**src/rtl/pio_cfg.svh**
```systemverilog
`ifndef PIO_CFG_SVH
`define PIO_CFG_SVH

// Sizes. At most 15 channels, since channel select 15 is the global page.
`define PIO_NUM_PINS          4
`define PIO_FIFO_DEPTH        8
`define PIO_ADDR_W            8
`define PIO_GLOBAL_CHAN       4'hf

// Register selects, from address bits 3..2.
`define PIO_REG_CMD           2'd0
`define PIO_REG_NCO_STEP      2'd1
`define PIO_REG_SAMPLE_RATE   2'd2
`define PIO_REG_STATUS        2'd3
`define PIO_GREG_FIFO_DATA    2'd0
`define PIO_GREG_FIFO_LEVEL   2'd1

// Command codes written to the command register.
`define PIO_CMD_START_OUTPUT  32'd1
`define PIO_CMD_INPUT_STREAM  32'd3
`define PIO_CMD_STOP          32'd5

// AXI response codes.
`define PIO_RESP_OKAY         2'b00
`define PIO_RESP_SLVERR       2'b10

`endif
```
**src/rtl/pio_pkg.sv**
```systemverilog
`include "pio_cfg.svh"

package pio_pkg;

  // One captured sample.
  // The channel builds it field by field, the FIFO and the bus only see the raw word.
  typedef union packed {
    logic [31:0] raw;
    struct packed {
      // Capture number, first capture after a start command is 1.
      logic [15:0] count;
      logic [7:0]  channel;
      // Always zero.
      logic [6:0]  reserved;
      // Pin level at capture time.
      logic        level;
    } fields;
  } sample_word_u;

endpackage

```
**src/rtl/pio_channel.sv**
```systemverilog
`include "pio_cfg.svh"

module pio_channel
  import pio_pkg::*;
#(
  parameter int CHANNEL = 0
) (
  input  logic         clk,
  input  logic         reset,
  input  logic         wr,
  input  logic [1:0]   reg_sel,
  input  logic [31:0]  wr_data,
  input  logic         pin_in,
  input  logic         sample_ready,
  output logic         pin_out,
  output logic         pin_oe,
  output logic         sample_valid,
  output sample_word_u sample_word,
  output logic [3:0]   status
);

  localparam logic [1:0] MODE_IDLE   = 2'd0;
  localparam logic [1:0] MODE_OUTPUT = 2'd1;
  localparam logic [1:0] MODE_STREAM = 2'd2;

  logic [1:0]  mode;
  logic [31:0] nco_step;
  logic [15:0] sample_rate;
  logic [15:0] rate_eff;
  logic [31:0] phase;
  logic [15:0] rate_cnt;
  logic [15:0] sample_count;
  logic        overrun;
  logic        cmd_wr;
  logic        cmd_out;
  logic        cmd_stream;
  logic        cmd_stop;
  logic        cmd_any;
  logic        tick;
  logic        pending;
  logic        capture;

  assign cmd_wr     = wr && (reg_sel == `PIO_REG_CMD);
  assign cmd_out    = cmd_wr && (wr_data == `PIO_CMD_START_OUTPUT);
  assign cmd_stream = cmd_wr && (wr_data == `PIO_CMD_INPUT_STREAM);
  assign cmd_stop   = cmd_wr && (wr_data == `PIO_CMD_STOP);
  assign cmd_any    = cmd_out || cmd_stream || cmd_stop;

  // A rate of 0 behaves like 1.
  assign rate_eff = (sample_rate == 16'd0) ? 16'd1 : sample_rate;

  // Capture when the down counter reaches 1, unless a command lands this cycle.
  assign tick    = (mode == MODE_STREAM) && (rate_cnt <= 16'd1) && !cmd_any;
  assign pending = sample_valid && !sample_ready;
  assign capture = tick && !pending;

  always_ff @(posedge clk) begin
    if (reset) begin
      mode         <= MODE_IDLE;
      nco_step     <= '0;
      sample_rate  <= '0;
      phase        <= '0;
      rate_cnt     <= '0;
      sample_count <= '0;
      overrun      <= 1'b0;
      sample_valid <= 1'b0;
    end else begin
      if (wr && (reg_sel == `PIO_REG_NCO_STEP)) begin
        nco_step <= wr_data;
      end
      if (wr && (reg_sel == `PIO_REG_SAMPLE_RATE)) begin
        sample_rate <= wr_data[15:0];
      end

      // Mode follows the command directly.
      if (cmd_out) begin
        mode <= MODE_OUTPUT;
      end else if (cmd_stream) begin
        mode <= MODE_STREAM;
      end else if (cmd_stop) begin
        mode <= MODE_IDLE;
      end

      // NCO restarts from zero on every start command.
      if (cmd_out) begin
        phase <= '0;
      end else if (mode == MODE_OUTPUT) begin
        phase <= phase + nco_step;
      end

      if (cmd_stream || tick) begin
        rate_cnt <= rate_eff;
      end else if (mode == MODE_STREAM) begin
        rate_cnt <= rate_cnt - 16'd1;
      end

      // STOP keeps count and overrun for the host to inspect.
      if (cmd_out || cmd_stream) begin
        sample_count <= '0;
        overrun      <= 1'b0;
      end else if (capture) begin
        sample_count <= sample_count + 16'd1;
      end else if (tick) begin
        overrun <= 1'b1;
      end

      if (capture) begin
        sample_valid <= 1'b1;
      end else if (sample_ready) begin
        sample_valid <= 1'b0;
      end
    end
  end

  always_ff @(posedge clk) begin
    if (capture) begin
      sample_word.fields.count    <= sample_count + 16'd1;
      sample_word.fields.channel  <= 8'(CHANNEL);
      sample_word.fields.reserved <= '0;
      sample_word.fields.level    <= pin_in;
    end
  end

  assign pin_oe  = (mode == MODE_OUTPUT);
  assign pin_out = (mode == MODE_OUTPUT) && phase[31];
  assign status  = {pin_in, overrun, mode == MODE_OUTPUT, mode == MODE_STREAM};

endmodule

```
**config.mk**
```make
export PLATFORM = sky130hd
export DESIGN_NAME = pio_channel
export DESIGN_NICKNAME = d
export VERILOG_FILES = /design/src/rtl/pio_pkg.sv /design/src/rtl/pio_channel.sv
export VERILOG_INCLUDE_DIRS = /design/src /design/src/rtl
export SDC_FILE = /design/constraint.sdc
export NUM_CORES = 1
export LEC_CHECK = 0
export BUFFER_PORTS_ARGS = -buffer_cell sky130_fd_sc_hd__buf_4
export CAP_MARGIN = 20
export CORE_UTILIZATION = 55
export DETAILED_ROUTE_END_ITERATION = 7
export PLACE_DENSITY = 0.72
export REMOVE_ABC_BUFFERS = 1
export SLEW_MARGIN = 20
export SYNTH_ARGS = -nofsm -noshare
export SYNTH_HDL_FRONTEND = slang
export SYNTH_SLANG_ARGS = --single-unit
```
**constraint.sdc**
```tcl
create_clock -name clk -period 2.7 [get_ports clk]
set_input_delay 0.54 -clock clk [delete_from_list [all_inputs] [get_ports clk]]
set_output_delay 0.54 -clock clk [all_outputs]
set_load 0.01 [all_outputs]
```
Word-level counts from Yosys, hierarchy flattened
Index checks and enable logic that the tools add are counted.
{"block": "op_classes", "add_sub_neg": 3, "mul": 0, "div": 0, "magnitude_cmp": 1, "n_eq_ne": 7, "shift": 0, "muxes": 8, "bitwise": 1, "reduce_logical": 26}
{"operator": "16-bit 2-to-1 mux", "n": 3}
{"operator": "32-bit adder", "n": 1}
{"operator": "32-bit by 1-bit equality test with 1-bit output (second input constant)", "n": 1}
{"operator": "32-bit by 2-bit equality test with 1-bit output (second input constant)", "n": 1}
{"operator": "32-bit by 3-bit equality test with 1-bit output (second input constant)", "n": 1}
{"operator": "16-bit by 1-bit adder with 16-bit output (second input constant)", "n": 1}
{"operator": "16-bit by 1-bit <= comparator with 1-bit output (second input constant)", "n": 1}
{"operator": "16-bit logical NOT", "n": 1}
{"operator": "16-bit by 1-bit subtractor with 16-bit output (second input constant)", "n": 1}
{"operator": "1-bit logical AND", "n": 11}
{"operator": "2-bit nonzero test", "n": 3}
{"operator": "2-bit by 1-bit equality test with 1-bit output (second input constant)", "n": 2}
{"operator": "2-bit equality test (second input constant)", "n": 2}
{"operator": "2-bit 2-to-1 mux", "n": 2}
{"operator": "2-bit OR reduction", "n": 2}
{"operator": "1-bit logical NOT", "n": 3}
{"operator": "1-bit logical OR", "n": 3}
{"operator": "1-bit 2-to-1 mux", "n": 3}
{"operator": "3-bit nonzero test", "n": 1}
{"operator": "2-bit logical NOT", "n": 1}
{"operator": "2-bit AND reduction", "n": 1}
{"operator": "1-bit NOT", "n": 1}
{"block": "word_totals", "reg_bits": 133, "latch_bits": 0, "ramBits": 0, "rom_bits": 0, "input_bits": 39, "output_inout_bits": 39, "elab_cells": 56, "mem_count": 0}

Longest topological paths before layout
{"block": "depth", "depth_word": 10, "mapped_depth": 12, "mapped_depth_nobuf": 11}

Least setup slack after synthesis
Ideal clock, no wire load.
{"block": "synth_timing", "kind": "input to register", "start": "in wr_data[4]", "end": "reg sample_count[5]", "setup_time_ns": 0.128, "arrival_ns": 2.411, "t_required_ns": 2.572, "slack_ns": 0.161, "path_stages": 9, "path_buffers": 1, "path_cell_list": "nor4_2 nand4_1 or3_1 a21o_1 and3_1 clkbuf_1 nand2_1 xor2_1 nor2_1"}
{"block": "synth_between", "elab_chain_cells": 7, "word_cells_on_any_way": 12, "cone_classes": "3 x eq/ne; 9 x reduce/logical"}
{"item": "start: declaration", "line_no": "pio_channel.sv:12", "rtl": "input logic [31:0] wr_data,"}
{"item": "32-bit by 1-bit equality test with 1-bit output (no line) or 32-bit by 2-bit equality test with 1-bit output (tied branches)"}
{"item": "1-bit logical AND (on tied branches)", "line_no": "pio_channel.sv:44, pio_channel.sv:45"}
{"item": "1-bit logical OR", "line_no": "pio_channel.sv:47", "rtl": "assign cmd_any = cmd_out || cmd_stream || cmd_stop;"}
{"item": "1-bit logical OR *", "line_no": "pio_channel.sv:47"}
{"item": "1-bit logical NOT *", "line_no": "pio_channel.sv:53", "rtl": "assign tick = (mode == MODE_STREAM) && (rate_cnt <= 16'd1) && !cmd_any;"}
{"item": "1-bit logical AND *", "line_no": "pio_channel.sv:53"}
{"item": "1-bit logical AND *", "line_no": "pio_channel.sv:55", "rtl": "assign capture = tick && !pending;"}
{"item": "net capture", "line_no": "pio_channel.sv:41", "rtl": "logic capture;"}
{"item": "end signal: assignment", "line_no": "pio_channel.sv:102", "rtl": "sample_count <= sample_count + 16'd1;"}
{"item": "end: declaration", "line_no": "pio_channel.sv:32", "rtl": "logic [15:0] sample_count;"}
Mark *: on every way through the listed nets, which the timed path passes. The rest lies on a longest branch.
A chain may end at the register's enable or synchronous reset.

Final worst setup path
{"block": "layout_timing", "start": "reg nco_step[6]", "end": "reg phase[25]"}
{"block": "layout_between", "elab_chain_cells": 1}
{"item": "start: declaration", "line_no": "pio_channel.sv:27", "rtl": "logic [31:0] nco_step;"}
{"item": "start signal: assignment", "line_no": "pio_channel.sv:69", "rtl": "nco_step <= wr_data;"}
{"item": "32-bit adder", "line_no": "pio_channel.sv:88", "rtl": "phase <= phase + nco_step;"}
{"item": "end signal: assignment", "line_no": "pio_channel.sv:88"}
{"item": "end: declaration", "line_no": "pio_channel.sv:30", "rtl": "logic [31:0] phase;"}
No other way between the ends.

==> run metrics <==
Setup CP Type=register to register; total of max-cap violations=0; hold_buf cts=0; Setup TNS Final=0 ps; DR vias/cell=roughly 5.7; commonest register cell after synthesis=dfxtp_1; clk slew on worst S/H paths=roughly 60 ps; actual slew at the worst max-slew pin=about 770 ps; GR Overflow Total=0; Cell Pwr Density=560 nW/um^2; GRT Overall Usage=28.0%; Finished Core Util=67.6%; post-synthesis cell type count=slightly above 60; die width=117 um; leakage=about 3.7 nW; Final Setup Violations=0; CTS Buffer Depth=2; fin nets=about 1000; relative slew slack=48.9%; RSZ-0062 raised after global routing=yes; Post-Layout Cell Count=between 1000 and 1500; hold_ws=310 ps; Critical Path AT=2980 ps; routed wire length=17.8 mm; sequential area share after synthesis=39.1%; htree depth=4; Worst Setup End Kind=register; worst setup margin=78.8 ps; FP Rows=41; Worst VDD drop=0.481 mV; first-pass GRT wire length=29.7 mm; gpl congestion=0.891; period utilisation layout=slightly below 100%; Synth warnings=0; insertion delay to the later sink of the worst-skew pair=420 ps; Startpoint Class=register; diode count=0; # fillers=1078; port bufs=62; Crit Path Max Fanout=4; Placed Area=7880 sq um; Max Freq=0.382 GHz; DRC=0; CTS tree=done; DPL Wire Length=12.6 mm; antenna violations before repair=0; Clock Sinks=133; Gate Count Post-Synth=902; status=finished clean; core area=between 10000 and 15000 sq um; total power=4.81 mW; number of I/O pins=78; Synth async-reset ratio=0%; Routed Antenna Nets=0; Area Growth Syn to Fin=18.7%; Yosys reg bits=133; min cycle time layout=2620 ps; HP Class=primary input to register; largest net degree at the start of global routing=41; clock skew=slightly above 8 ps; DIE HEIGHT=117 um; vias in the first global route=6298; via count=~6500; Place WS=-215 ps; CP required=3060 ps; DRT Pass-1 Iters=5; layout cells sized above 1=14.7%; Post-synth EDFFs=17; count of final hold-check violations=0; design area=8600 sq um; Final Max Slew Viols=0; Routed WL per cell=15.5 um; cts bufs inserted=17; Placed Cells=roughly 1100; Initial Util=roughly 57%; Mapped Area=7240 sq um; clk root buf=clkbuf_16; Syn Area/Cell=8.03 sq um; die area=13600 sq um; Starting DRT DRC Count=393
-- flip-flops by register name, summed over array words and instances, names as in the netlist --
name	flops
rate_cnt	16
overrun	1
sample_rate	16
sample_count	16
sample_word	17
mode	2
nco_step	32
phase	32
sample_valid	1
-- repair_timing --
item,CTS,global route
buffers inserted,0,1
pin swaps,1,1
resized for setup,1,10
endpoints found under the setup margin,1,7
-- routing by layer --
layer,vias up,wire [um],track usage (%)
met5,-,0,0
met2,174,8560,47.0
met1,3063,8220,36.3
met4,0,314,8.61
li1,3248,-,-
met3,30,754,5.81
-- final cells by class --
| cell class | count | area (sq um) | share of cell area [%] |
|---|---|---|---|
| clock buffer | 19 | 464 | 5.40 |
| clock inverter | 13 | 195 | 2.27 |
| inverter | 9 | 33.8 | 0.393 |
| multi-input combinational | 712 | 4160 | 48.3 |
| sequential | 133 | 2830 | 33.0 |
| tap | 172 | 215 | 2.50 |
| timing repair buffer | 90 | 701 | 8.15 |
-- kinds of logic after synthesis --
family	Yosys count	synth area share [%]
other	1	0.0518
multiplexers	5	0.691
buffers and inverters	71	4.94
XOR/XNOR	49	5.93
flip-flops	133	39.1
adder cells (fa/ha/maj)	35	6.15
AND/OR/NAND/NOR	375	23.8
AO/OA/AOI/OAI	233	19.3
-- cell usage after synthesis (all sizes together), types with 21 or more instances --
| cell type | instances | area (sq um) |
|---|---|---|
| a21o | 23 | 173 |
| a21oi | 128 | 641 |
| buf | 27 | 193 |
| clkbuf | 35 | 131 |
| dfxtp | 116 | 2320 |
| ha | 34 | 425 |
| nand2 | 188 | 706 |
| nand3 | 23 | 115 |
| nor2 | 66 | 248 |
| nor3 | 21 | 110 |
| o21ai | 34 | 174 |
| xnor2 | 21 | 184 |
| xor2 | 28 | 245 |
-- cells in the final DEF, fill, tap and decap left out, types with 8 or more instances in the layout --
cell | netlist | layout
edfxtp_1 | 17 | 17
xor2_1 | 28 | 28
a21o_1 | 23 | 23
conb_1 | 1 | 15
nor3_1 | 20 | 20
inv_1 | 9 | 9
nor2b_1 | 8 | 8
or3_1 | 10 | 10
dfxtp_1 | 116 | 116
buf_4 | 18 | 88
nand2_1 | 188 | 188
a21oi_1 | 128 | 126
nor4_1 | 11 | 11
o21ai_1 | 9 | 10
and3_1 | 13 | 13
clkbuf_16 | 0 | 18
o21ai_0 | 24 | 23
nand3_1 | 23 | 23
nor2_1 | 66 | 66
xnor2_1 | 21 | 21
ha_1 | 34 | 34
-- worst max-delay path, stage by stage, from the launching register on --
cell and delay [ps]:
dfxtp_1 320, ha_1 240, or3_1 440, o31ai_4 380, o311ai_4 140, a221oi_4 360
o21ai_4 150, a2111oi_2 380, a31oi_1 70, nand2_1 80
-- power by group --
group	internal [mW]	switching (mW)
sequential	2.02	0.0172
combinational	0.0893	0.141
clock	1.64	0.905
total	3.75	1.06
-- path summary, 6_finish.rpt --
path	start	endpoint	slack, ps	depth (start not counted)
worst max register to register	nco_step[6]$_SDFFE_PP0P_	phase[25]$_SDFFE_PP0P_	80	9
worst min register to register	phase[23]$_SDFFE_PP0P_	phase[23]$_SDFFE_PP0P_	460	2
worst max-delay path	nco_step[6]$_SDFFE_PP0P_	phase[25]$_SDFFE_PP0P_	80	9
worst min-delay path	pin_in	sample_word[0]$_DFFE_PP_	310	1
Power figures use the tool's default switching activity.
