$ cat config.mk
export PLATFORM = sky130hd
export DESIGN_NAME = sample_fifo
export DESIGN_NICKNAME = d
export VERILOG_FILES = /design/src/rtl/sample_fifo.sv
export VERILOG_INCLUDE_DIRS = /design/src /design/src/rtl
export SDC_FILE = /design/constraint.sdc
export NUM_CORES = 1
export LEC_CHECK = 0
export ABC_AREA = 1
export BUFFER_PORTS_ARGS = -buffer_cell sky130_fd_sc_hd__buf_2
export CAP_MARGIN = 20
export CORE_MARGIN = 3
export CORE_UTILIZATION = 30
export DETAILED_ROUTE_END_ITERATION = 12
export HOLD_SLACK_MARGIN = 0.12
export SLEW_MARGIN = 20
export SYNTH_ARGS = -nofsm -noshare
export SYNTH_HDL_FRONTEND = slang
export SYNTH_SLANG_ARGS = --single-unit
$ cat constraint.sdc
create_clock -name clk -period 3.6 [get_ports clk]
set_input_delay 0.54 -clock clk [delete_from_list [all_inputs] [get_ports clk]]
set_output_delay 0.54 -clock clk [all_outputs]
set_load 0.01 [all_outputs]
$ cat src/rtl/pio_cfg.svh
`ifndef PIO_CFG_SVH
`define PIO_CFG_SVH

// Sizes. At most 15 channels, since channel select 15 is the global page.
`define PIO_NUM_PINS          4
`define PIO_FIFO_DEPTH        8
`define PIO_ADDR_W            8
`define PIO_GLOBAL_CHAN       4'hf

// Register selects, from address bits 3..2.
`define PIO_REG_CMD           2'd0
`define PIO_REG_NCO_STEP      2'd1
`define PIO_REG_SAMPLE_RATE   2'd2
`define PIO_REG_STATUS        2'd3
`define PIO_GREG_FIFO_DATA    2'd0
`define PIO_GREG_FIFO_LEVEL   2'd1

// Command codes written to the command register.
`define PIO_CMD_START_OUTPUT  32'd1
`define PIO_CMD_INPUT_STREAM  32'd3
`define PIO_CMD_STOP          32'd5

// AXI response codes.
`define PIO_RESP_OKAY         2'b00
`define PIO_RESP_SLVERR       2'b10

`endif
$ cat src/rtl/sample_fifo.sv
`include "pio_cfg.svh"

module sample_fifo (
  input  logic        clk,
  input  logic        reset,
  input  logic        push,
  input  logic [31:0] push_data,
  input  logic        pop,
  output logic [31:0] head,
  output logic        empty,
  output logic        full,
  output logic [3:0]  level
);

  localparam int DEPTH = `PIO_FIFO_DEPTH;
  localparam int AW    = $clog2(DEPTH);

  logic [31:0]   mem [DEPTH];
  logic [AW-1:0] wr_ptr;
  logic [AW-1:0] rd_ptr;
  // Occupancy, 0 to DEPTH.
  logic [3:0]    count;
  logic          do_push;
  logic          do_pop;

  assign do_push = push && !full;
  assign do_pop  = pop && !empty;

  always_ff @(posedge clk) begin
    if (do_push) begin
      mem[wr_ptr] <= push_data;
    end
  end

  // Pointers wrap naturally, depth is a power of two.
  always_ff @(posedge clk) begin
    if (reset) begin
      wr_ptr <= '0;
      rd_ptr <= '0;
      count  <= '0;
    end else begin
      if (do_push) begin
        wr_ptr <= wr_ptr + AW'(1);
      end
      if (do_pop) begin
        rd_ptr <= rd_ptr + AW'(1);
      end
      case ({do_push, do_pop})
        2'b10:   count <= count + 4'd1;
        2'b01:   count <= count - 4'd1;
        default: count <= count;
      endcase
    end
  end

  // First word falls through to the head.
  assign head  = mem[rd_ptr];
  assign empty = (count == 4'd0);
  assign full  = (count == DEPTH);
  assign level = count;

endmodule

# Yosys cells after proc, flatten, opt, wreduce, memory -nomap -nowiden
# Memories as Yosys holds them, arrays and structs flattened. A register that Yosys moved wholly into a read port is not among the register bits.
# Cells that the tools add are included.
# classes
addsub	4
n_eq_ne	3
muxes	5
n_reduce_logical	6
# ops
operator	n
4-bit case mux with 2 select lines	1
3-bit by 1-bit adder with 3-bit output, second input constant	2
3-bit 2-to-1 mux	2
4-bit by 1-bit adder with 4-bit output, second input constant	1
4-bit == test, second input constant	1
4-bit zero test	1
4-bit by 1-bit subtractor with 4-bit output, second input constant	1
2-bit by 1-bit == test with 1-bit output, second input constant	1
2-bit == test, second input constant	1
1-bit logical AND	2
1-bit zero test	2
1-bit 2-to-1 mux	2
2-bit nonzero test	1
# totals
regBits	10
ram_bits	256
inputBits	36
out_inout_bits	38
elab_cells	22
memories	1
# memory_table
name	depth	width	rd	rd_ports_with_merged_regs	write_ports	line	rtl
mem	8	32	1	1	1	sample_fifo.sv:18	logic [31:0] mem [DEPTH];

# Logic depth before layout (Yosys ltp)
# Gate-level depths: netlist of the first run.
# logic_depth
word_depth	5
mapped_depth	14
depth_no_buf	14

# Worst setup path before layout of the first run
# OpenSTA, ideal clock, no wires.
# synth_timing
path_kind	flip-flop to flip-flop
from	reg count[1], in the netlist level[1]
to	mem mem[1][0], enable pin
setup_ns	0.421
arrival_ns	2.297
t_required_ns	3.179
setup_slack_ns	0.882
path_stages_with_launch	7
n_path_buf	0
period_less_slack_ns	2.718
cell_sequence	dfxtp_1 nor2_1 nand3_1 nand2_1 nor2_1 inv_1 nor2_1
# synth_via
elab_chain_len	5
# synth_rtl
element	line	rtl
start: declaration	sample_fifo.sv:22	logic [3:0] count;
start signal: assignment	sample_fifo.sv:49	2'b10: count <= count + 4'd1;
start signal: assignment	sample_fifo.sv:50	2'b01: count <= count - 4'd1;
start signal: assignment	sample_fifo.sv:51	default: count <= count;
4-bit == test	sample_fifo.sv:59	assign full = (count == DEPTH);
1-bit zero test	sample_fifo.sv:26	assign do_push = push && !full;
1-bit logical AND	sample_fifo.sv:26	
1-bit 2-to-1 mux	sample_fifo.sv:30	if (do_push) begin
1-bit 2-to-1 mux (implied by the code)	sample_fifo.sv:31	mem[wr_ptr] <= push_data;
end: declaration	sample_fifo.sv:18	
# No other way between the ends.

==> results of run 1 <==
==> Yosys cell counts, types with 5 or more instances <==
master / n / share of area [%]
buf_4: 8 / 0.56
o21ai_0: 109 / 5.1
a21oi_1: 8 / 0.38
inv_1: 20 / 0.71
edfxtp_1: 256 / 72
nor2_1: 142 / 5.0
mux2i_1: 32 / 3.0
dfxtp_1: 13 / 2.4
clkbuf_1: 16 / 0.56
o22ai_1: 32 / 1.9
ha_1: 5 / 0.59
o21ai_1: 23 / 1.1
nand3_1: 6 / 0.28
buf_2: 8 / 0.38
clkbuf_2: 5 / 0.24
nand2_1: 115 / 4.1
==> state kept, by name, indices dropped and copies added, names as in the netlist, named ones only <==
register / cells
wr_ptr: 3
rd_ptr: 3
mem: 256
level: 4
==> final cells by class <==
class | instances | area [um2] | area share (%)
flip-flops and latches | 269 | 7960 | 64.4
multi-input cells | 481 | 2400 | 19.4
clock buffers | 31 | 691 | 5.59
well taps | 455 | 569 | 4.61
repair buffers | 91 | 551 | 4.45
clock inverters | 17 | 113 | 0.911
inverters | 20 | 75.1 | 0.607
diodes | 1 | 2.50 | 0.0202
==> worst reg2reg max path, delay by kind of cell, from the launching register on <==
family	cells	cell delay [ns]
simple gates	5	1.14
buf+inv	2	0.47
flops	1	0.41
==> power breakdown <==
part | total [mW] | internal (mW) | leakage, nW | switching, mW
Clock | 2.58 | 1.44 | 0.399 | 1.14
Sequential | 3.74 | 3.65 | 2.43 | 0.0980
Combinational | 1.81 | 0.624 | 1.42 | 1.18
Total | 8.13 | 5.71 | 4.25 | 2.42
==> metrics by stage <==
| step | std cells | utilization (%) | power (mW) | setup WS [ns] |
|---|---|---|---|---|
| 6_report | 1365 | 35.5 | 8.13 | 0.770 |
| 5_1_grt | 1364 | 35.5 | 8.58 | 0.551 |
| 4_1_cts | 1364 | 35.5 | 8.25 | 0.704 |
| 3_5_place_dp | 1316 | 33.2 | 5.66 | 1.26 |
| 3_3_place_gp | 1316 | 33.2 | 5.63 | 1.27 |
| 2_1_floorplan | 816 | - | 5.05 | 0.882 |
==> per-layer routing <==
layer / share of wire, % / up-vias / wire length, um / global-route usage [%]
met3: 5.7 / 35 / 1330 / 3.03
met5: 0.12 / - / 28 / 0
met1: 44 / 3115 / 10300 / 15.1
li1: - / 3082 / - / -
met2: 48 / 149 / 11100 / 20.4
met4: 1.9 / 4 / 442 / 3.11
==> worst max-delay path by stage <==
stage	startpoint	end	slack (ns)	cells past startpoint
6_report	flip-flop	head[18]	0.77	7
5_1_grt	flip-flop	head[18]	0.55	7
4_1_cts	flip-flop	head[18]	0.70	7
3_5_place_dp	push	mem[7][4]	1.26	6
3_3_place_gp	flip-flop	head[18]	1.27	7
2_1_floorplan	level[1]	mem[1][0]	0.88	6
==> logic make-up (layout without fill, tap and decap cells) <==
family	count (synthesis)	in the layout	share of synthesized area [%]
buffers and inverters	66	159	3.31
adders and majority gates	5	5	0.588
AOI/OAI and AO/OA	173	173	8.53
xor gates and xnor gates	3	3	0.247
and+or+nand+nor	268	268	9.64
muxes	32	32	3.01
other	0	1	0
DFF	269	269	74.7
==> flow_summary_export.csv, run 1 <==
group,metric,value,unit
route,postRouteAntennaNets,0,
logic_synthesis,netlist_area,0.0106,mm2
logic_synthesis,seq_area_frac_synth,74.7,%
cts,clock_sink_count,269,
finish,nFillCells,3318,
placement,port_buffers,73,
die,ios,74,
worst_hold_path,hp-start,"push_data[29]",
sta,hold_violations,0,
route,drt_first_pass_iters,5,
worst_setup_path,reg2reg_from,"level[1]",
finish,area_growth_syn_to_layout,16.1,%
worst_setup_path,critPathSlowestCell,"inv_2",
route,vias,6385,
logic_synthesis,syn_nets,857,
sta,slew_headroom,30.0,%
placement,placed_area,0.0116,mm2
worst_setup_path,cp.arrival,2.29,ns
worst_setup_path,critical_path.top_delay_family,"buffers and inverters",
die,dieArea,0.0378,mm2
sta,max_freq,353,MHz
worst_setup_path,cp_max_fo,33,
cts,clockRootBuffer,"clkbuf_16",
sta,holdWs,0.283,ns
die,die_h,194,um
cts,clk_path_buf_depth,3,
logic_synthesis,synthArstFlopShare,0,%
worst_setup_path,slowest_delay,0.44,ns
logic_synthesis,synth_top_flop_cell,"edfxtp_1",
worst_setup_path,crit_chain,"inv_2, buf_4, nor2_1, o22ai_1, nand2_1, nand2_1, buf_2",
cts,path_clk_slew,0.06,ns
die,core,0.0348,mm2
cts,cts_tree,"yes",
finish,finalNetCount,931,
worst_hold_path,holdPathEnd,"mem[0][29]",
worst_setup_path,startpoint_type,"flip-flop",
worst_setup_path,crit_top_cell,"nand2_1",
worst_setup_path,crit_type,"reg2out",
finish,drive_gt1_share,15.5,%
sta,period_share,78.6,%
grt,grt.total_usage,11.9,%
cts,ctsResizeCount,0,
die,initial_core_util,30.6,%
grt,overflow,0,
finish,design_area,0.0124,mm2
die,die_w,194,um
worst_hold_path,holdCritPathClass,"in2reg",
route,wl,23.3,mm
grt,grt_pass1_vias,6480,
logic_synthesis,syn_inst,816,
sta,finalSetupViolCount,0,
sta,rsz0062_at_grt,"no",
die,rows,68,
sta,skew,0.0222,ns
finish,layout_common_cells,"edfxtp_1, nor2_1, nand2_1, o21ai_0, buf_2",
grt,antenna_found_initial,3,
worst_setup_path,cp_data_required_time,3.06,ns
sta,setup_tns,0,ns
worst_setup_path,critPathCaptureType,"primary output",
route,remaining_drc_errors,0,
cts,postCtsSetupBuffers,0,
power,irDropWorstVdd,0.000339,V
logic_synthesis,ys_types,26,
sta,period_needed,2.83,ns
cts,cts_buffers,27,
logic_synthesis,synth_seq_cells,269,
worst_setup_path,rrSetupSlack,1.27,ns
route,wl_per_cell,17.1,um
placement,gp_congestion,0.695,
power,p_leak,4.25,nW
route,viasPerCell,4.68,
worst_hold_path,holdPathStages,1,
worst_setup_path,worst-path-buf-inv,3,
worst_setup_path,reg2reg_to,"mem[7][8]",
route,drt_iter0_drc,412,
grt,grt_max_degree,129,
cts,clock_latency,0.53,ns
finish,layout.cells.most_common,"edfxtp_1",
run,drv_cap,0,
power,p_per_area,658,mW/mm2
run_status,status,"finished clean",
cts,cts_hold_buf,0,
sta,tightestPinTransition,1.05,ns
worst_setup_path,ff2ff_path_depth,7,
placement,hpwlAfterDp,13.2,mm
sta,drv_slew,0,
logic_synthesis,avgSynthCellArea,13.0,um2
cts,h-tree-depth,1,
logic_synthesis,synth-edff-count,256,
logic_synthesis,ys_warn_count,0,
grt,grt_pass1_wl,36.0,mm
Note: power is estimated with default switching activity, not from simulation.
==> run 2: changes to the inputs <==
clock period = 2.59 ns   (was 3.6 ns; I/O delays follow)
==> run 2 against run 1 <==
Effect of this change:
- clock power up 44%
- total power up 42%
- clock skew down 0.0092 ns
==> flow_summary_export.csv, run 2 (synthesis results as in run 1) <==
group,metric,value,unit
die,ios,74,
grt,grt_pass1_wl,37.1,mm
cts,cts_tree,"yes",
sta,hold_violations,0,
cts,clockRootBuffer,"clkbuf_16",
sta,skew,0.0130,ns
route,wl,23.7,mm
route,viasPerCell,4.65,
sta,slew_headroom,66.4,%
route,remaining_drc_errors,0,
cts,clock_latency,0.53,ns
grt,grt_max_degree,69,
power,irDropWorstVdd,0.000524,V
finish,largest-register,"mem",
worst_setup_path,crit_type,"reg2out",
finish,layout_common_cells,"edfxtp_1, nor2_1, nand2_1, o21ai_0, buf_2",
sta,layout_setup_ws,0.150,ns
worst_setup_path,crit_chain,"inv_2, buf_12, o21ai_0, o21ai_0, nand2_1, nand2_1, buf_2",
worst_setup_path,critPathSlowestCell,"dfxtp_4",
run,drv_cap,0,
grt,antenna_found_initial,2,
finish,nFillCells,3307,
grt,grt.total_usage,12.4,%
finish,area_growth_syn_to_layout,19.4,%
worst_setup_path,startpoint_type,"flip-flop",
sta,drv_slew,0,
sta,period_needed,2.44,ns
die,core,0.0348,mm2
worst_setup_path,critPathCaptureType,"primary output",
route,postRouteAntennaNets,0,
die,die_h,194,um
sta,rsz0062_at_grt,"no",
finish,largest_reg_flops,256,
route,drt_iter0_drc,524,
placement,pre_cts_slack,0.580,ns
die,dieArea,0.0378,mm2
route,vias,6477,
worst_setup_path,cp_max_fo,68,
worst_hold_path,holdCritPathClass,"in2reg",
route,wl_per_cell,17.0,um
worst_setup_path,slowest_delay,0.50,ns
die,initial_core_util,30.6,%
finish,design_area,0.0127,mm2
cts,clock_sink_count,269,
grt,grt_pass1_vias,6538,
cts,cts_buffers,28,
sta,max_freq,410,MHz
finish,drive_gt1_share,16.2,%
finish,layout.cells.most_common,"edfxtp_1",
placement,gp_congestion,0.719,
worst_setup_path,cp.arrival,2.05,ns
sta,period_share,94.2,%
power,p_leak,4.41,nW
sta,finalSetupViolCount,0,
route,drt_first_pass_iters,6,
finish,antenna_cells,0,
run_status,status,"finished clean",
cts,path_clk_slew,0.06,ns
worst_setup_path,cp_data_required_time,2.20,ns
finish,finalNetCount,958,
die,die_w,194,um
placement,placed_area,0.0117,mm2
power,p_per_area,907,mW/mm2
placement,hpwlAfterDp,13.2,mm
cts,clk_path_buf_depth,3,
grt,overflow,0,
sta,tightestPinTransition,0.503,ns
placement,port_buffers,73,
cts,h-tree-depth,1,
die,rows,68,
## run 2: cell type report
class | count | area (um2) | area share [%]
clock buffers | 35 | 748 | 5.89
flip-flops and latches | 269 | 7960 | 62.6
inverters | 20 | 75.1 | 0.591
clock inverters | 16 | 105 | 0.827
well taps | 455 | 569 | 4.48
multi-input cells | 481 | 2400 | 18.9
repair buffers | 117 | 852 | 6.70
## run 2: through the flow
stage / cells / power [mW] / hold slack, ns / TNS, ns / utilization, %
after floorplan: 816 / 7.02 / 0.458 / -16.34 / -
after global placement: 1323 / 7.89 / 0.474 / 0 / 33.5
after detailed placement: 1323 / 7.92 / 0.483 / 0 / 33.5
after CTS: 1392 / 11.7 / 0.120 / 0 / 36.5
after global routing: 1393 / 12.2 / 0.139 / 0 / 36.5
final: 1393 / 11.5 / 0.139 / 0 / 36.5
## run 2: path summary, 6_finish.rpt
path | start | to | slack (ns) | cells past startpoint
worst max-delay path | flip-flop | head[18] | 0.15 | 7
worst min-delay path | push_data[17] | mem[1][17] | 0.14 | 1
worst max register to register | level[1] | level[2] | 0.56 | 12
worst min register to register | wr_ptr[0] | wr_ptr[0] | 0.49 | 2
## run 2: critical path, delay by kind of cell, from the launching register on
kind / cells / cell delay (ns)
buf+inv: 3 / 0.48
simple gates: 2 / 0.19
compound gates: 2 / 0.34
flops: 1 / 0.50
## run 2: routing by layer
layer	vias to the layer above	global-route usage, %	share of wire (%)
met5	-	0	0.089
met4	4	3.14	2.1
met3	37	2.51	5.6
met2	150	21.0	48
met1	3142	16.4	44
li1	3144	-	-
## run 2: timing repair
action / CTS / global route
hold endpoints to repair: 132 / 0
hold buffers: 18 / 0
endpoints found under the setup margin: 0 / 6
resized for setup: 0 / 2
setup buffers: 0 / 1
## run 2: power breakdown
part	switching, mW	internal, mW	leakage [nW]
registers	0.142	5.07	2.43
logic	1.67	0.938	1.56
clock network	1.57	2.14	0.422
==> run 3: changes to the inputs <==
ABC_AREA = 0   (was 1)
==> run 3 against run 2 <==
Effect of this change:
- first-iteration DRC count is 45% lower
- die area fell by 1.2%
- non-clock buffer count up 22
- worst setup slack worse by 0.13 ns
- highest routed layer is now met4
- critical endpoint is now head[9]
- sequential power barely moved
- clock skew is 0.0091 ns lower
- cell count down 24%
- hold slack got worse by 0.0016 ns
- area after synthesis fell by 1.2%
- total power up 4.8%
- sequential cell count unchanged
==> flow_summary_export.csv, run 3 <==
group,metric,value,unit
route,remaining_drc_errors,0,
run,drv_cap,0,
route,vias,4921,
power,p_leak,4.26,nW
sta,setup_tns,0,ns
route,wl_per_cell,21.2,um
route,drt_iter0_drc,287,
logic_synthesis,synthMostInstantiatedCell,"edfxtp_1",
sta,hold_violations,0,
cts,cts_tree,"yes",
cts,path_clk_slew,0.06,ns
worst_setup_path,rrSetupSlack,0.14,ns
logic_synthesis,syn_nets,485,
power,finalPower,12.1,mW
die,die_h,193,um
finish,drive_gt1_share,41.2,%
worst_hold_path,holdCritPathClass,"in2reg",
sta,finalSetupViolCount,0,
cts,h-tree-depth,1,
logic_synthesis,synthArstFlopShare,0,%
logic_synthesis,synth_top_flop_cell,"edfxtp_1",
logic_synthesis,syn_inst,444,
cts,clock_latency,0.53,ns
finish,area_growth_syn_to_layout,23.3,%
cts,clk_path_buf_depth,3,
worst_setup_path,slowest_delay,0.55,ns
grt,grt.total_usage,11.6,%
worst_setup_path,ff2ff_path_depth,10,
sta,drv_slew,0,
finish,largest-register,"mem",
grt,grt_max_degree,23,
run_status,status,"finished clean",
logic_synthesis,yosys.area.top_type_share,73.1,%
route,viasPerCell,4.64,
sta,slew_headroom,52.2,%
logic_synthesis,synth_top_area_cell,"edfxtp_1",
logic_synthesis,synth_seq_cells,269,
cts,clockRootBuffer,"clkbuf_16",
grt,antenna_found_initial,0,
finish,largest_reg_flops,256,
route,drt_first_pass_iters,4,
placement,gp_congestion,0.640,
cts,clock_sink_count,269,
logic_synthesis,ys_top_cells_by_count,"edfxtp_1, mux4_2, mux4_1",
grt,grt_pass1_vias,5379,
sta,period_share,99.2,%
die,core,0.0340,mm2
worst_setup_path,crit_chain,"buf_4, buf_12, mux4_1, mux2_4, buf_2",
die,initial_core_util,30.9,%
cts,cts_buffers,28,
sta,rsz0062_at_grt,"yes",
worst_setup_path,cp.arrival,2.18,ns
logic_synthesis,ys_warn_count,0,
sta,max_freq,389,MHz
logic_synthesis,netlist_area,0.0105,mm2
worst_setup_path,crit_type,"reg2out",
die,ios,74,
worst_setup_path,cp_data_required_time,2.20,ns
placement,port_buffers,73,
grt,overflow,0,
worst_setup_path,cp_max_fo,5,
worst_hold_path,holdPathEnd,"mem[7][23]",
finish,antenna_cells,0,
logic_synthesis,seq_area_frac_synth,75.6,%
worst_setup_path,reg2reg_from,"level[3]",
finish,finalNetCount,632,
logic_synthesis,synth-edff-count,256,
die,dieArea,0.0373,mm2
die,die_w,193,um
grt,grt_pass1_wl,33.3,mm
placement,hpwlAfterDp,12.8,mm
worst_setup_path,critPathSlowestCell,"mux4_1",
sta,period_needed,2.57,ns
power,p_per_area,932,mW/mm2
worst_hold_path,hp-start,"push_data[23]",
worst_setup_path,critPathCaptureType,"primary output",
die,rows,67,
sta,tightestPinTransition,0.715,ns
finish,layout_common_cells,"edfxtp_1, buf_2, mux4_2, clkbuf_16, dlygate4sd3_1",
finish,layout.cells.most_common,"edfxtp_1",
route,postRouteAntennaNets,0,
worst_setup_path,startpoint_type,"flip-flop",
route,wl,22.4,mm
worst_setup_path,reg2reg_to,"level[2]",
power,irDropWorstVdd,0.000409,V
logic_synthesis,synth_area_leaders,"edfxtp_1, mux4_1, mux4_2, dfxtp_1, mux2_4",
worst_hold_path,holdPathStages,1,
logic_synthesis,ys_types,36,
sta,skew,0.00391,ns
logic_synthesis,avgSynthCellArea,23.7,um2
==> run 3: changes by cell type in the layout (fill, tap and decap cells not counted), moves of 10 or more <==
| cell | delta |
|---|---|
| nand2_1 | -112 |
| mux2i_1 | -30 |
| mux2_4 | +24 |
| o21ai_1 | -23 |
| inv_1 | -18 |
| o22ai_1 | -32 |
| mux4_1 | +11 |
| mux4_2 | +53 |
| o21ai_0 | -108 |
| mux2_2 | +10 |
| nor2_1 | -125 |
==> run 3: worst max-delay path: cells and delay by family (launching register included) <==
kind / cells / cell delay, ns
buffers and inverters: 3 / 0.41
muxes: 2 / 0.84
DFF: 1 / 0.40
==> run 3: routing by layer <==
metal	track usage (%)	vias to the layer above	part of all wire (%)
met4	2.81	0	1.8
met2	20.3	108	51
met1	14.9	2615	44
li1	-	2167	-
met5	0	-	0
met3	2.14	31	4.1
==> run 3: cells by family after synthesis <==
group / after synthesis / share of synthesized area [%]
buf+inv: 23 / 1.64
compound gates: 7 / 0.500
simple gates: 33 / 1.78
fa+ha+maj: 5 / 0.595
flops: 269 / 75.6
mux: 100 / 19.3
xor+xnor: 7 / 0.654
==> run 3: worst max path at each step <==
stage | from | to | slack, ns | cells past startpoint
global placement | level[1] | level[2] | 0.19 | 10
global route | flip-flop | head[14] | -0.06 | 5
detailed placement | level[3] | level[2] | 0.07 | 10
finish | flip-flop | head[9] | 0.02 | 5
floorplan | level[0] | mem[1][0] | -0.98 | 4
CTS | flip-flop | head[22] | -0.06 | 6
==> run 3: timing repair <==
item                                    CTS  global route
hold endpoints to repair                196             0
hold buffers                             27             0
setup buffers                             8             1
cloned                                    2             3
endpoints found under the setup margin   30            31
pin swaps                                 0             2
gates resized for setup                  30            12
==> run 3: where the power goes <==
group / leakage [nW] / switching, mW / internal [mW]
Combinational: 1.42 / 1.40 / 1.76
Clock: 0.407 / 1.56 / 2.13
Sequential: 2.43 / 0.138 / 5.10
==> run 3: final cells by class <==
cell class	instances	area (um2)
inverter	1	3.75
sequential	269	7960
tap	448	561
timing repair buffer	139	1180
clock inverter	17	109
fill	3108	21100
multi-input combinational	152	2410
clock buffer	34	744
==> run 3: stage by stage <==
step	worst slack [ns]	area, um2	hold slack [ns]	cells	util (%)
3_5_place_dp	0.0736	11600	0.517	969	34.1
4_1_cts	-0.0638	12900	0.120	1057	38.0
2_1_floorplan	-0.979	10500	0.485	444	-
5_1_grt	-0.0599	13000	0.129	1060	38.1
3_3_place_gp	0.192	11600	0.518	969	34.1
6_report	0.0215	13000	0.137	1060	38.1
